### config.mk
export PLATFORM = sky130hd
export DESIGN_NAME = overlay
export DESIGN_NICKNAME = d
export VERILOG_FILES = /design/src/source/overlay_pkg.sv /design/src/source/sipo_in_buffer.sv /design/src/source/pe.sv /design/src/source/piso_out_buffer.sv /design/src/source/overlay.sv
export VERILOG_INCLUDE_DIRS = /design/src /design/src/source
export SDC_FILE = /design/constraint.sdc
export NUM_CORES = 1
export LEC_CHECK = 0
export BUFFER_PORTS_ARGS = -buffer_cell sky130_fd_sc_hd__buf_2
export CAP_MARGIN = 40
export CORE_MARGIN = 2
export CORE_UTILIZATION = 40
export CTS_BUF_LIST = sky130_fd_sc_hd__clkbuf_4 sky130_fd_sc_hd__clkbuf_8
export CTS_CLUSTER_SIZE = 20
export DETAILED_ROUTE_END_ITERATION = 10
export GPL_ROUTABILITY_DRIVEN = 0
export SETUP_SLACK_MARGIN = 0.15
export SLEW_MARGIN = 20
export SYNTH_ARGS = -nofsm -noshare
export SYNTH_HDL_FRONTEND = slang
export SYNTH_SLANG_ARGS = --single-unit
### constraint.sdc
create_clock -name clk -period 7.55 [get_ports clk]
set_input_delay 0.755 -clock clk [delete_from_list [all_inputs] [get_ports clk]]
set_output_delay 0.755 -clock clk [all_outputs]
set_load 0.01 [all_outputs]
### src/source/overlay_params.svh
`ifndef OVERLAY_PARAMS_SVH
`define OVERLAY_PARAMS_SVH

// Width of one real or imaginary half
`define DATA_WIDTH 16

// Elements in the row, also the batch length in words
`define PE_NUM 4

// Opcode in the upper two bits, shift amount below
`define INST_WIDTH 5

`endif

### src/source/overlay_pkg.sv
`default_nettype none

`include "overlay_params.svh"

package overlay_pkg;

    typedef enum logic [1:0] {
        OP_PASS  = 2'd0,
        OP_ADD   = 2'd1,
        OP_CONJ  = 2'd2,
        OP_SCALE = 2'd3
    } opcode_e;

    // Real half in the upper bits
    typedef struct packed {
        logic signed [`DATA_WIDTH-1:0] re;
        logic signed [`DATA_WIDTH-1:0] im;
    } cplx_t;

    typedef struct packed {
        opcode_e                 opcode;
        logic [`INST_WIDTH-3:0]  shamt;
    } inst_t;

endpackage

`default_nettype wire

### src/source/sipo_in_buffer.sv
`timescale 1ns/1ps
`default_nettype none

`include "overlay_params.svh"

module sipo_in_buffer (
    input  wire logic                                       clk,
    input  wire logic                                       rst_n,
    input  wire logic                                       ce,
    input  wire logic                                       din_v,
    input  wire overlay_pkg::cplx_t                         din,
    output logic                                            batch_v,
    output logic [`PE_NUM*$bits(overlay_pkg::cplx_t)-1:0]  batch_words
);

    localparam int WORD_W = $bits(overlay_pkg::cplx_t);
    localparam int CNT_W  = $clog2(`PE_NUM);

    logic [CNT_W-1:0] word_cnt;
    logic             last_word;

    assign last_word = (word_cnt == CNT_W'(`PE_NUM - 1));

    //////////////////////////////////////////////////
    // Word counter and batch strobe
    //////////////////////////////////////////////////
    always_ff @(posedge clk) begin
        if (!rst_n) begin
            word_cnt <= '0;
            batch_v  <= 1'b0;
        end else if (ce) begin
            batch_v <= din_v && last_word;
            if (din_v) begin
                word_cnt <= last_word ? '0 : word_cnt + 1'b1;
            end
        end
    end

    // New word enters the top slice, first word of a batch lands in slice 0
    always_ff @(posedge clk) begin
        if (ce && din_v) begin
            batch_words <= {din, batch_words[`PE_NUM*WORD_W-1:WORD_W]};
        end
    end

    //////////////////////////////////////////////////
    // Checks
    //////////////////////////////////////////////////
    // A batch needs at least two samples, so strobes never touch
    assert property (@(posedge clk) disable iff (!rst_n)
        (ce && batch_v) |=> !batch_v)
        else $error("batch_v high on consecutive enabled cycles");

endmodule

`default_nettype wire

### src/source/pe.sv
`timescale 1ns/1ps
`default_nettype none

module pe (
    input  wire logic                clk,
    input  wire logic                rst_n,
    input  wire logic                ce,
    input  wire logic                din_pe_v,
    input  wire overlay_pkg::cplx_t  din_pe,
    input  wire overlay_pkg::cplx_t  tx_in,
    input  wire logic                inst_v,
    input  wire overlay_pkg::inst_t  inst,
    output overlay_pkg::cplx_t       tx_out,
    output logic                     res_v,
    output overlay_pkg::cplx_t       res
);

    overlay_pkg::inst_t inst_q;
    overlay_pkg::cplx_t calc;

    //////////////////////////////////////////////////
    // Instruction register
    //////////////////////////////////////////////////
    always_ff @(posedge clk) begin
        if (!rst_n) begin
            inst_q.opcode <= overlay_pkg::OP_PASS;
            inst_q.shamt  <= '0;
        end else if (ce && inst_v) begin
            inst_q <= inst;
        end
    end

    //////////////////////////////////////////////////
    // Opcode datapath
    //////////////////////////////////////////////////
    always_comb begin
        calc = din_pe;
        unique case (inst_q.opcode)
            overlay_pkg::OP_PASS: begin
                calc = din_pe;
            end
            overlay_pkg::OP_ADD: begin
                // Each half wraps on its own
                calc.re = din_pe.re + tx_in.re;
                calc.im = din_pe.im + tx_in.im;
            end
            overlay_pkg::OP_CONJ: begin
                calc.re = din_pe.re;
                calc.im = -din_pe.im;
            end
            overlay_pkg::OP_SCALE: begin
                calc.re = $signed(din_pe.re) >>> inst_q.shamt;
                calc.im = $signed(din_pe.im) >>> inst_q.shamt;
            end
        endcase
    end

    // Chain to the right neighbor is the unregistered result
    assign tx_out = calc;

    //////////////////////////////////////////////////
    // Result register
    //////////////////////////////////////////////////
    always_ff @(posedge clk) begin
        if (!rst_n) begin
            res_v <= 1'b0;
        end else if (ce) begin
            res_v <= din_pe_v;
        end
    end

    always_ff @(posedge clk) begin
        if (ce && din_pe_v) begin
            res <= calc;
        end
    end

    // Opcode must stay known once out of reset
    assert property (@(posedge clk) disable iff (!rst_n)
        !$isunknown(inst_q.opcode))
        else $error("held opcode is unknown");

endmodule

`default_nettype wire

### src/source/piso_out_buffer.sv
`timescale 1ns/1ps
`default_nettype none

`include "overlay_params.svh"

module piso_out_buffer (
    input  wire logic                                       clk,
    input  wire logic                                       rst_n,
    input  wire logic                                       ce,
    input  wire logic                                       load_v,
    input  wire logic [`PE_NUM*$bits(overlay_pkg::cplx_t)-1:0] par_words,
    output logic                                            dout_v,
    output overlay_pkg::cplx_t                              dout
);

    localparam int WORD_W = $bits(overlay_pkg::cplx_t);
    localparam int REM_W  = $clog2(`PE_NUM + 1);

    logic [`PE_NUM*WORD_W-1:0] shreg;
    logic [REM_W-1:0]          remain;

    //////////////////////////////////////////////////
    // Remaining word count
    //////////////////////////////////////////////////
    always_ff @(posedge clk) begin
        if (!rst_n) begin
            remain <= '0;
        end else if (ce) begin
            if (load_v) begin
                remain <= REM_W'(`PE_NUM);
            end else if (remain != '0) begin
                remain <= remain - 1'b1;
            end
        end
    end

    // Shift toward slice 0 once per enabled cycle while words remain
    always_ff @(posedge clk) begin
        if (ce) begin
            if (load_v) begin
                shreg <= par_words;
            end else if (remain != '0) begin
                shreg <= shreg >> WORD_W;
            end
        end
    end

    assign dout_v = (remain != '0);
    assign dout   = shreg[WORD_W-1:0];

    //////////////////////////////////////////////////
    // Checks
    //////////////////////////////////////////////////
    // Only the last word may still be on the output when the next load lands
    assert property (@(posedge clk) disable iff (!rst_n)
        (ce && load_v) |-> (remain <= REM_W'(1)))
        else $error("output buffer loaded while words remain");

endmodule

`default_nettype wire

### src/source/overlay.sv
`timescale 1ns/1ps
`default_nettype none

`include "overlay_params.svh"

module overlay (
    input  wire logic                clk,
    input  wire logic                rst_n,
    input  wire logic                ce,
    input  wire logic                din_v,
    input  wire overlay_pkg::cplx_t  din,
    input  wire logic                inst_v,
    input  wire overlay_pkg::inst_t  inst,
    output logic                     dout_v,
    output overlay_pkg::cplx_t       dout
);

    localparam int WORD_W = $bits(overlay_pkg::cplx_t);

    logic                      batch_v;
    logic [`PE_NUM*WORD_W-1:0] batch_words;
    logic [`PE_NUM*WORD_W-1:0] res_words;
    logic                      res_v;
    overlay_pkg::cplx_t        tx [`PE_NUM];

    //////////////////////////////////////////////////
    // Input side
    //////////////////////////////////////////////////
    sipo_in_buffer in_buffer (
        .clk         (clk),
        .rst_n       (rst_n),
        .ce          (ce),
        .din_v       (din_v),
        .din         (din),
        .batch_v     (batch_v),
        .batch_words (batch_words)
    );

    //////////////////////////////////////////////////
    // Element row
    //////////////////////////////////////////////////
    genvar i;
    generate
        for (i = 0; i < `PE_NUM; i = i + 1) begin : array
            if (i == 0) begin : g_head
                // Head of the chain sees zero, its res_v paces the output
                pe u_pe (
                    .clk      (clk),
                    .rst_n    (rst_n),
                    .ce       (ce),
                    .din_pe_v (batch_v),
                    .din_pe   (batch_words[i*WORD_W +: WORD_W]),
                    .tx_in    ('0),
                    .inst_v   (inst_v),
                    .inst     (inst),
                    .tx_out   (tx[i]),
                    .res_v    (res_v),
                    .res      (res_words[i*WORD_W +: WORD_W])
                );
            end else begin : g_link
                pe u_pe (
                    .clk      (clk),
                    .rst_n    (rst_n),
                    .ce       (ce),
                    .din_pe_v (batch_v),
                    .din_pe   (batch_words[i*WORD_W +: WORD_W]),
                    .tx_in    (tx[i-1]),
                    .inst_v   (inst_v),
                    .inst     (inst),
                    .tx_out   (tx[i]),
                    .res_v    (),
                    .res      (res_words[i*WORD_W +: WORD_W])
                );
            end
        end
    endgenerate

    //////////////////////////////////////////////////
    // Output side
    //////////////////////////////////////////////////
    piso_out_buffer out_buffer (
        .clk       (clk),
        .rst_n     (rst_n),
        .ce        (ce),
        .load_v    (res_v),
        .par_words (res_words),
        .dout_v    (dout_v),
        .dout      (dout)
    );

endmodule

`default_nettype wire

==> impl_metrics.py, run 1 <==
metrics = {
    "run_status": {
        "outcome": "finished clean",
    },
    "critical_path": {
        "critPathRequiredTime_ns": 7.94,
        "crit_path_max_fanout": 5,
        "start_kind": "flop",
        "crit_type": "flop to flop",
        "r2r_cells": 27,
        "crit_path_end_kind": "flop",
        "arrival_ns": 7.53,
    },
    "logic_synthesis": {
        "syn_inst": 2312,
        "yosys.area_share.simple_pct": 10.9,
        "yosysUniqueCellTypes": 74,
        "synth_area_leader_cell": "edfxtp_1",
        "yosysWarnings": 0,
        "synth_top_family_by_area": "compound AO/OA/AOI/OAI gates",
        "synth-seq-area-share_pct": 47.3,
        "synth_nets": 2463,
        "synth.cell_area_um2": 24900,
        "yosys.area_share.xor_xnor_pct": 2.69,
        "post-synth-top-count-cell": "edfxtp_1",
        "synth_compound_area_share_pct": 15.9,
        "synth_edf_count": 384,
        "synth_area_per_cell_um2": 10.8,
        "synth_area_leaders": "edfxtp_1 (46%), mux2_2 (5.9%), ha_1 (5.2%)",
        "synth-main-ff-cell": "edfxtp_1",
        "netlist.area_leader.share_pct": 46.4,
        "synth_commonest_cells": "edfxtp_1 (384), nand2_1 (226), o21ai_0 (206)",
        "async_flop_share_pct": 0,
        "synth_mux_area_share_pct": 13.5,
        "synth-adder-area-share_pct": 5.66,
        "ys_ff_latch": 396,
    },
    "clock_tree": {
        "clock_latency_ns": 0.65,
        "clk_pin_slew_ns": 0.06,
        "cts_buffers": 70,
        "htree_levels": 3,
        "cts_tree": "built",
        "cts_max_path_buffers": 3,
        "clock-root-buffer": "clkbuf_8",
        "cts_hold_buf": 0,
        "clock-sinks": 396,
    },
    "final_layout": {
        "drive_gt1_share_pct": 20.9,
        "num-nets-final": 2514,
        "fin_util_pct": 45.0,
        "area_delta_synth_final_pct": 11.3,
    },
    "timing": {
        "max_freq_mhz": 140,
        "worst_pin_slew_ns": 0.801,
        "setup_viol": 0,
        "final_hold_viol_count": 0,
        "fin_skew_ns": 0.0284,
        "grt_setup_unrepaired": "false",
        "fin_crit_sh_pct": 94.6,
        "whs_ns": 0.284,
        "drv_slew": 0,
        "slew_headroom_pct": 46.6,
        "timing.final.crit_period_ns": 7.14,
        "setup_ws_ns": 0.411,
    },
    "power": {
        "p_total_mw": 6.05,
        "p_leak_nw": 9.83,
        "ir_drop_mv": 0.111,
        "powerDensity_nw_per_um2": 219,
    },
    "route": {
        "finalWirelength_um": 66400,
        "drc_errors": 0,
        "routedWlPerCell_um": 20.5,
        "drt_iter0_drc": 1817,
        "vias": 18674,
        "postRouteAntennaNets": 0,
        "dr.pass1.iters": 5,
        "via_per_inst": 5.75,
    },
    "run": {
        "cap_violations": 0,
    },
    "global_routing": {
        "grt_pass1_vias": 17763,
        "grt_max_degree": 76,
        "grt_overflow": 0,
        "antenna_found_initial": 2,
        "track_usage_pct": 20.5,
        "grt_pass1_wl_um": 103000,
    },
    "place": {
        "hpwlAfterDp_um": 44900,
        "io_buffers": 74,
        "preCtsSetupSlack_ns": -0.142,
    },
    "die": {
        "die_h_um": 253,
        "die_area_um2": 64200,
        "ioPinCount": 75,
        "core_area_um2": 61600,
        "rows": 91,
        "initial_core_util_pct": 40.4,
        "die_x_um": 253,
    },
    "min_path": {
        "holdCritPathClass": "input pin to flop",
        "hold_path_depth": 1,
    },
}
-- final timing paths --
check | start | to | slack [ns]
min | din[19] | in_buffer.batch_words[115]$_DFFE_PP_ | 0.28
min reg2reg | in_buffer.word_cnt[1]$_SDFFE_PN0P_ | in_buffer.word_cnt[1]$_SDFFE_PN0P_ | 0.48
max reg2reg | in_buffer.batch_words[7]$_DFFE_PP_ | array[3].g_link.u_pe.res[13]$_DFFE_PP_ | 0.41
max | in_buffer.batch_words[7]$_DFFE_PP_ | array[3].g_link.u_pe.res[13]$_DFFE_PP_ | 0.41
-- area by class of cell --
cell class	instances	area, um^2
sequential	396	11800
inverter	53	204
fill	5687	33900
clock inverter	26	156
antenna	1	2.50
timing repair buffer	158	1070
tap	837	1050
clock buffer	93	1150
multi-input combinational	1684	12300
-- state kept, by name (all words and copies together), names as in the netlist --
signal	flops
in_buffer.batch_words	128
array.g_head.u_pe.res_v	1
array.g_head.u_pe.res	32
out_buffer.remain	3
out_buffer.shreg	128
array.g_link.u_pe.inst_q	5
in_buffer.batch_v	1
array.g_link.u_pe.res	96
in_buffer.word_cnt	2
-- worst max-delay path, stage by stage (launching register included) --
cell	delay, ns
edfxtp_1	0.47
mux4_2	0.54
a211oi_2	0.23
a21oi_1	0.10
ha_2	0.23
fa_2	0.38
a221o_1	0.36
a21o_1	0.19
a21o_1	0.22
a31oi_4	0.21
xnor2_1	0.08
mux4_2	0.44
o31a_1	0.14
ha_1	0.30
a21o_1	0.19
a21oi_2	0.15
nand2_1	0.09
xor2_1	0.15
mux4_2	0.45
a21boi_1	0.17
ha_1	0.35
and2_4	0.18
and3_1	0.20
a211oi_2	0.27
nor2_1	0.10
xnor2_1	0.13
mux4_2	0.45
o21a_1	0.11
-- metal layers --
metal | track usage (%) | vias up | part of all wire (%)
li1 | - | 8740 | -
met1 | 29.7 | 9074 | 46
met2 | 30.9 | 768 | 44
met3 | 3.65 | 92 | 7.9
met4 | 7.12 | 0 | 2.3
met5 | 0 | - | 0
-- metrics by stage --
step / TNS [ns] / cell area, um^2 / cells
global placement: -0.287 / 26000 / 3109
CTS: 0 / 27400 / 3231
finish: 0 / 27700 / 3248
detailed placement: -0.260 / 26100 / 3111
global route: 0 / 27700 / 3248
floorplan: 0 / 24900 / 2312
-- power breakdown --
| part | switching [mW] | internal, mW |
|---|---|---|
| clock | 0.901 | 1.02 |
| sequential | 0.117 | 2.77 |
| combinational | 0.738 | 0.507 |
-- cells in the final DEF (no fill, tap or decap), types with 16 or more instances in the layout --
cell type and count:
ha_1 98, inv_1 48, nand2_1 226, nor2_1 172, clkbuf_4 21, nand3_1 21
nor2b_1 23, or3_1 18, a21oi_1 168, nor3_1 27, clkbuf_8 72, mux2_2 131
buf_2 74, xor2_1 26, o21ai_0 191, edfxtp_1 384, o31ai_1 16, mux4_2 40
a21o_1 22, o21a_1 21, and2_1 44, buf_4 76, o211ai_1 39, a21boi_0 17
mux2i_1 95, xnor2_1 45, a211oi_1 31, nand2b_1 21
-- what timing repair did --
action / in CTS / in global routing
buffers inserted: 1 / 15
cloned: 0 / 0
pin swaps: 0 / 13
gates resized for setup: 9 / 55
setup endpoints to repair: 5 / 12
-- cell families after synthesis --
group           count (synthesis)
compound gates                638
mux                           270
xor+xnor                       73
buf+inv                       232
fa+ha+maj                     109
simple gates                  594
flops                         396
Note: power is estimated with default switching activity, not from simulation.
==> run 2, diff against run 1 <==
Settings changed: REMOVE_ABC_BUFFERS from default to 1.
==> run 2 against run 1 <==
Against the previous run:
- register-to-register slack improved by 0.02 ns
- sequential cell count unchanged
- wire length increased by 0.81%
- clock-buffer cell count rose by 5
- worst hold slack worse by 0.0057 ns
- critical path depth is 4 higher
- worst setup slack better by 0.021 ns
- highest routed layer unchanged
- die area unchanged
==> impl_metrics.py, run 2 (synthesized netlist as in run 1, its figures left out) <==
metrics = {
    "timing": {
        "drv_slew": 0,
        "timing.final.crit_period_ns": 7.12,
        "whs_ns": 0.278,
        "fin_crit_sh_pct": 94.3,
        "slew_headroom_pct": 41.7,
        "fin_skew_ns": 0.0336,
        "worst_pin_slew_ns": 0.874,
        "max_freq_mhz": 140,
        "final_hold_viol_count": 0,
        "setup_viol": 0,
        "grt_setup_unrepaired": "false",
    },
    "power": {
        "power_frac_seq_pct": 46.2,
        "clkPwrFrac_pct": 33.1,
        "powerDensity_nw_per_um2": 224,
        "ir_drop_mv": 0.127,
        "intPower_mw": 4.43,
        "sw_frac_of_total_pct": 28.8,
        "power_switching_mw": 1.79,
        "p_leak_nw": 9.85,
        "p_comb_share_pct": 20.7,
    },
    "critical_path": {
        "crit_path_max_fanout": 10,
        "crit_path_end_kind": "flop",
        "path_buf_inv": 2,
        "arrival_ns": 7.51,
        "critPathLaunch": "array[2].g_link.u_pe.inst_q[1]$_SDFFE_PN0P_",
        "crit_type": "flop to flop",
        "r2r-start": "array[2].g_link.u_pe.inst_q[1]$_SDFFE_PN0P_",
        "start_kind": "flop",
        "rrSetupSlack_ns": 0.43,
        "crit_cells": 31,
        "crit_family": "compound AO/OA/AOI/OAI gates",
        "critPathRequiredTime_ns": 7.94,
        "cpPeakStageDelay_ns": 0.46,
        "r2r_cells": 31,
        "crit_slowest_cell": "mux4_2",
    },
    "clock_tree": {
        "clock-root-buffer": "clkbuf_8",
        "cts_hold_buf": 0,
        "cts_buffers": 72,
        "clock_latency_ns": 0.66,
        "clk_pin_slew_ns": 0.06,
        "cts_tree": "built",
        "htree_levels": 3,
        "cts_max_path_buffers": 3,
        "clock-sinks": 396,
    },
    "die": {
        "die_x_um": 253,
        "initial_core_util_pct": 40.4,
        "die_h_um": 253,
        "ioPinCount": 75,
        "core_area_um2": 61600,
        "die_area_um2": 64200,
        "rows": 91,
    },
    "global_routing": {
        "antenna_found_initial": 0,
        "busiest_layer": "met2",
        "grt_max_degree": 84,
        "grt_pass1_vias": 18646,
        "globalRouteMet2Util_pct": 37.4,
        "track_usage_pct": 20.7,
        "grt_overflow": 0,
        "grt_pass1_wl_um": 103000,
        "grt_use_met1_pct": 24.2,
        "met3_usage_pct": 3.51,
    },
    "route": {
        "via_per_inst": 5.73,
        "vias": 18547,
        "drc_errors": 0,
        "dr.pass1.iters": 5,
        "drt_iter0_drc": 1411,
        "postRouteAntennaNets": 0,
        "routedWlPerCell_um": 20.7,
        "finalWirelength_um": 67000,
    },
    "place": {
        "placed_area_um2": 26000,
        "dp_cells": 3098,
        "io_buffers": 74,
        "hpwlAfterDp_um": 44400,
    },
    "final_layout": {
        "instances_no_fill": 3236,
        "n_fill_cell": 5710,
        "largest_registers": "in_buffer.batch_words x128, out_buffer.shreg x128, array.g_link.u_pe.res x96",
        "regArea_um2": 11800,
        "multi_input_area_um2": 12300,
        "final_area_um2": 27800,
        "drive_gt1_share_pct": 20.6,
        "mostFrequentLayoutCell": "edfxtp_1",
        "area_delta_synth_final_pct": 11.8,
        "final_cell_mix": "edfxtp_1 (384), nand2_1 (226), o21ai_0 (191)",
        "diodes": 0,
        "num-nets-final": 2498,
    },
    "run": {
        "cap_violations": 0,
    },
    "min_path": {
        "holdCritPathClass": "input pin to flop",
        "hold_start": "din[25]",
        "hold_path_depth": 1,
    },
    "run_status": {
        "outcome": "finished clean",
    },
}
[run 2: cell types whose count changed in the layout (fill, tap and decap cells not counted), sizes merged]
cell,delta
clkbuf,+5
diode,-1
buf,-18
clkinv,+3
clkinvlp,-2
bufinv,+2
inv,-1
[run 2: layer usage]
metal	wire length, um	up-vias
met5	0	-
met4	2510	0
met3	3740	194
met2	34300	707
met1	26400	8930
li1	-	8716
[run 2: final cells by class]
| class | instances | area share, % |
|---|---|---|
| multi-input cells | 1684 | 44.3 |
| clock buffers | 98 | 4.36 |
| clock inverters | 28 | 0.747 |
| repair buffers | 140 | 3.72 |
| flip-flops and latches | 396 | 42.4 |
| well taps | 837 | 3.77 |
| inverters | 53 | 0.742 |
[run 2: final timing paths]
kind                                                  to
hold / removal      in_buffer.batch_words[121]$_DFFE_PP_
setup reg to reg  array[3].g_link.u_pe.res[13]$_DFFE_PP_
hold reg to reg       in_buffer.word_cnt[1]$_SDFFE_PN0P_
setup / recovery  array[3].g_link.u_pe.res[13]$_DFFE_PP_
[run 2: power groups by stage]
stage               clock network, mW  registers (mW)  logic (mW)
floorplan                           0            2.98       0.799
global placement                    0            2.92        1.19
detailed placement                  0            2.92        1.25
CTS                              2.12            2.87        1.27
global route                     2.21            2.90        1.42
finish                           2.06            2.87        1.29
[run 2: repair_timing]
action                                  4_1_cts  5_1_grt
setup buffers                                 3        8
endpoints found under the setup margin        4       11
cloned                                        0        0
pin swaps                                     0       12
gates resized for setup                       4       72
[run 2: worst register-to-register path, delay by kind of cell, from the launching register on]
kind	cells	cell delay [ns]
AO/OA/AOI/OAI	13	2.54
XOR/XNOR	3	0.37
AND/OR/NAND/NOR	6	0.70
multiplexers	4	1.72
adder cells (fa/ha/maj)	3	0.81
flip-flops	1	0.41
buffers and inverters	2	0.32
[run 2: stage by stage]
| stage | setup TNS [ns] | util [%] | total power, mW | worst slack, ns |
|---|---|---|---|---|
| 2_1_floorplan | -175.30 | - | 3.78 | -4.55 |
| 3_3_place_gp | 0 | 42.0 | 4.11 | 0.140 |
| 3_5_place_dp | 0 | 42.3 | 4.17 | 0.0398 |
| 4_1_cts | 0 | 44.6 | 6.26 | 0.120 |
| 5_1_grt | 0 | 45.1 | 6.53 | 0.136 |
| 6_report | 0 | 45.1 | 6.23 | 0.432 |
==> run 3, diff against run 2 <==
Settings changed: BUFFER_PORTS_ARGS -buffer_cell sky130_fd_sc_hd__buf_2 to default, CELL_PAD_IN_SITES_DETAIL_PLACEMENT from default to 1, CELL_PAD_IN_SITES_GLOBAL_PLACEMENT from default to 1, CORE_UTILIZATION 40 to 49, DONT_BUFFER_PORTS from default to 1, PLACE_DENSITY_LB_ADDON from default to 0.1.
==> run 3 against run 2 <==
Against the previous run:
- maximum frequency down 1.2%
- sequential cell count unchanged
- first-iteration DRC count up 7.3%
- die area down 18%
- clock power up 2%
- register-to-register slack worse by 0.09 ns
- worst setup slack worse by 0.085 ns
- critical path type unchanged
==> impl_metrics.py, run 3 (synthesized netlist as in run 1, its figures left out) <==
metrics = {
    "run_status": {
        "outcome": "finished clean",
    },
    "global_routing": {
        "track_usage_pct": 27.3,
        "grt_max_degree": 155,
        "grt_overflow": 0,
        "grt_pass1_vias": 19344,
        "antenna_found_initial": 1,
        "grt_pass1_wl_um": 112000,
    },
    "place": {
        "dp_cells": 2860,
        "preCtsSetupSlack_ns": -0.301,
        "placed_area_um2": 25400,
        "hpwlAfterDp_um": 48800,
        "io_buffers": 0,
    },
    "clock_tree": {
        "cts_hold_buf": 0,
        "cts_max_path_buffers": 3,
        "cts_buffers": 74,
        "clock_latency_ns": 0.66,
        "cts_tree": "built",
        "clock-root-buffer": "clkbuf_8",
        "clock-sinks": 396,
        "clk_pin_slew_ns": 0.06,
        "htree_levels": 3,
    },
    "die": {
        "die_h_um": 229,
        "die_area_um2": 52600,
        "rows": 82,
        "ioPinCount": 75,
        "die_x_um": 229,
        "initial_core_util_pct": 49.6,
        "core_area_um2": 50200,
    },
    "final_layout": {
        "largest_registers": "in_buffer.batch_words x128, out_buffer.shreg x128, array.g_link.u_pe.res x96",
        "area_delta_synth_final_pct": 10.4,
        "num-nets-final": 2433,
        "final_cell_mix": "edfxtp_1 (384), nand2_1 (225), o21ai_0 (182)",
        "n_fill_cell": 5255,
        "mostFrequentLayoutCell": "edfxtp_1",
        "diodes": 0,
        "fin_util_pct": 54.7,
        "regArea_um2": 11800,
        "instances_no_fill": 3014,
        "multi_input_area_um2": 12400,
        "final_area_um2": 27500,
        "drive_gt1_share_pct": 19.8,
    },
    "critical_path": {
        "start_kind": "flop",
        "cpPeakStageDelay_ns": 0.48,
        "rrSetupSlack_ns": 0.35,
        "crit_path_end_kind": "flop",
        "reg2reg_to": "array[3].g_link.u_pe.res[13]$_DFFE_PP_",
        "crit_type": "flop to flop",
        "arrival_ns": 7.59,
        "r2r_cells": 29,
        "critPathRequiredTime_ns": 7.94,
        "cpMostUsedCell": "mux4_2",
        "crit_path_max_fanout": 4,
        "r2r-start": "in_buffer.batch_words[6]$_DFFE_PP_",
        "crit_slowest_cell": "mux4_2",
    },
    "min_path": {
        "hold_path_depth": 0,
        "hold_start": "din[23]",
        "holdCritPathClass": "input pin to flop",
        "hold_path_end": "in_buffer.batch_words[119]$_DFFE_PP_",
    },
    "route": {
        "drt_iter0_drc": 1514,
        "dr.pass1.iters": 7,
        "routedWlPerCell_um": 23.9,
        "finalWirelength_um": 72100,
        "drc_errors": 0,
        "via_per_inst": 6.15,
        "postRouteAntennaNets": 0,
        "vias": 18540,
    },
    "timing": {
        "setup_ws_ns": 0.346,
        "drv_slew": 0,
        "final_hold_viol_count": 0,
        "max_freq_mhz": 139,
        "fin_setup_tns_ns": 0,
        "setup_viol": 0,
        "worst_pin_slew_ns": 0.813,
        "grt_setup_unrepaired": "true",
        "whs_ns": 0.189,
        "fin_skew_ns": 0.0383,
        "timing.final.crit_period_ns": 7.20,
        "fin_crit_sh_pct": 95.4,
        "slew_headroom_pct": 45.8,
    },
    "power": {
        "powerDensity_nw_per_um2": 228,
        "p_total_mw": 6.27,
        "ir_drop_mv": 0.141,
        "p_leak_nw": 9.64,
    },
    "run": {
        "cap_violations": 0,
    },
}
run 3: changes by cell type in the layout (fill, tap and decap cells not counted), sizes merged:
cell and change:
clkinvlp +1, buf -68, clkbuf +10, bufinv -1, inv +1
run 3: report_power, final:
group	internal [mW]	switching, mW	leakage [nW]	total, mW
clock	1.17	0.943	0.787	2.11
sequential	2.77	0.162	3.64	2.93
combinational	0.476	0.747	5.21	1.22
total	4.42	1.85	9.64	6.27
run 3: critical path: cells and delay by family, from the launching register on:
| kind | cells | cell delay [ns] |
|---|---|---|
| flops | 1 | 0.40 |
| xor+xnor | 3 | 0.38 |
| buf+inv | 2 | 0.32 |
| mux | 4 | 1.85 |
| fa+ha+maj | 3 | 0.84 |
| compound gates | 13 | 2.62 |
| simple gates | 4 | 0.54 |
run 3: worst max-delay path by stage:
stage | start | endpoint | depth (start not counted)
3_3_place_gp | array[2].g_link.u_pe.inst_q[0]$_SDFFE_PN0P_ | array[3].g_link.u_pe.res[31]$_DFFE_PP_ | 33
6_report | in_buffer.batch_words[6]$_DFFE_PP_ | array[3].g_link.u_pe.res[13]$_DFFE_PP_ | 29
5_1_grt | array[2].g_link.u_pe.inst_q[0]$_SDFFE_PN0P_ | array[3].g_link.u_pe.res[31]$_DFFE_PP_ | 33
3_5_place_dp | array[2].g_link.u_pe.inst_q[0]$_SDFFE_PN0P_ | array[3].g_link.u_pe.res[31]$_DFFE_PP_ | 33
4_1_cts | array[2].g_link.u_pe.inst_q[0]$_SDFFE_PN0P_ | array[3].g_link.u_pe.res[31]$_DFFE_PP_ | 33
2_1_floorplan | array[2].g_link.u_pe.inst_q[3]$_SDFFE_PN0P_ | array[3].g_link.u_pe.res[13]$_DFFE_PP_ | 27
run 3: timing repair:
action,4_1_cts,5_1_grt
setup endpoints to repair,7,12
gates cloned,0,1
gates resized for setup,13,91
setup buffers,1,15
pin swaps,2,26
run 3: metal layers:
metal / GRT usage (%) / vias to the layer above / share of wire [%]
met5: 0 / - / 0.018
met1: 39.3 / 9343 / 46
met4: 8.06 / 2 / 2.1
li1: - / 8589 / -
met2: 42.8 / 513 / 46
met3: 4.02 / 93 / 5.8
run 3: final cells by class:
class / instances / share of cell area, %
repair buffers: 73 / 2.51
flip-flops and latches: 396 / 42.9
multi-input cells: 1684 / 45.3
clock inverters: 29 / 0.711
well taps: 672 / 3.06
clock buffers: 107 / 4.70
inverters: 53 / 0.752
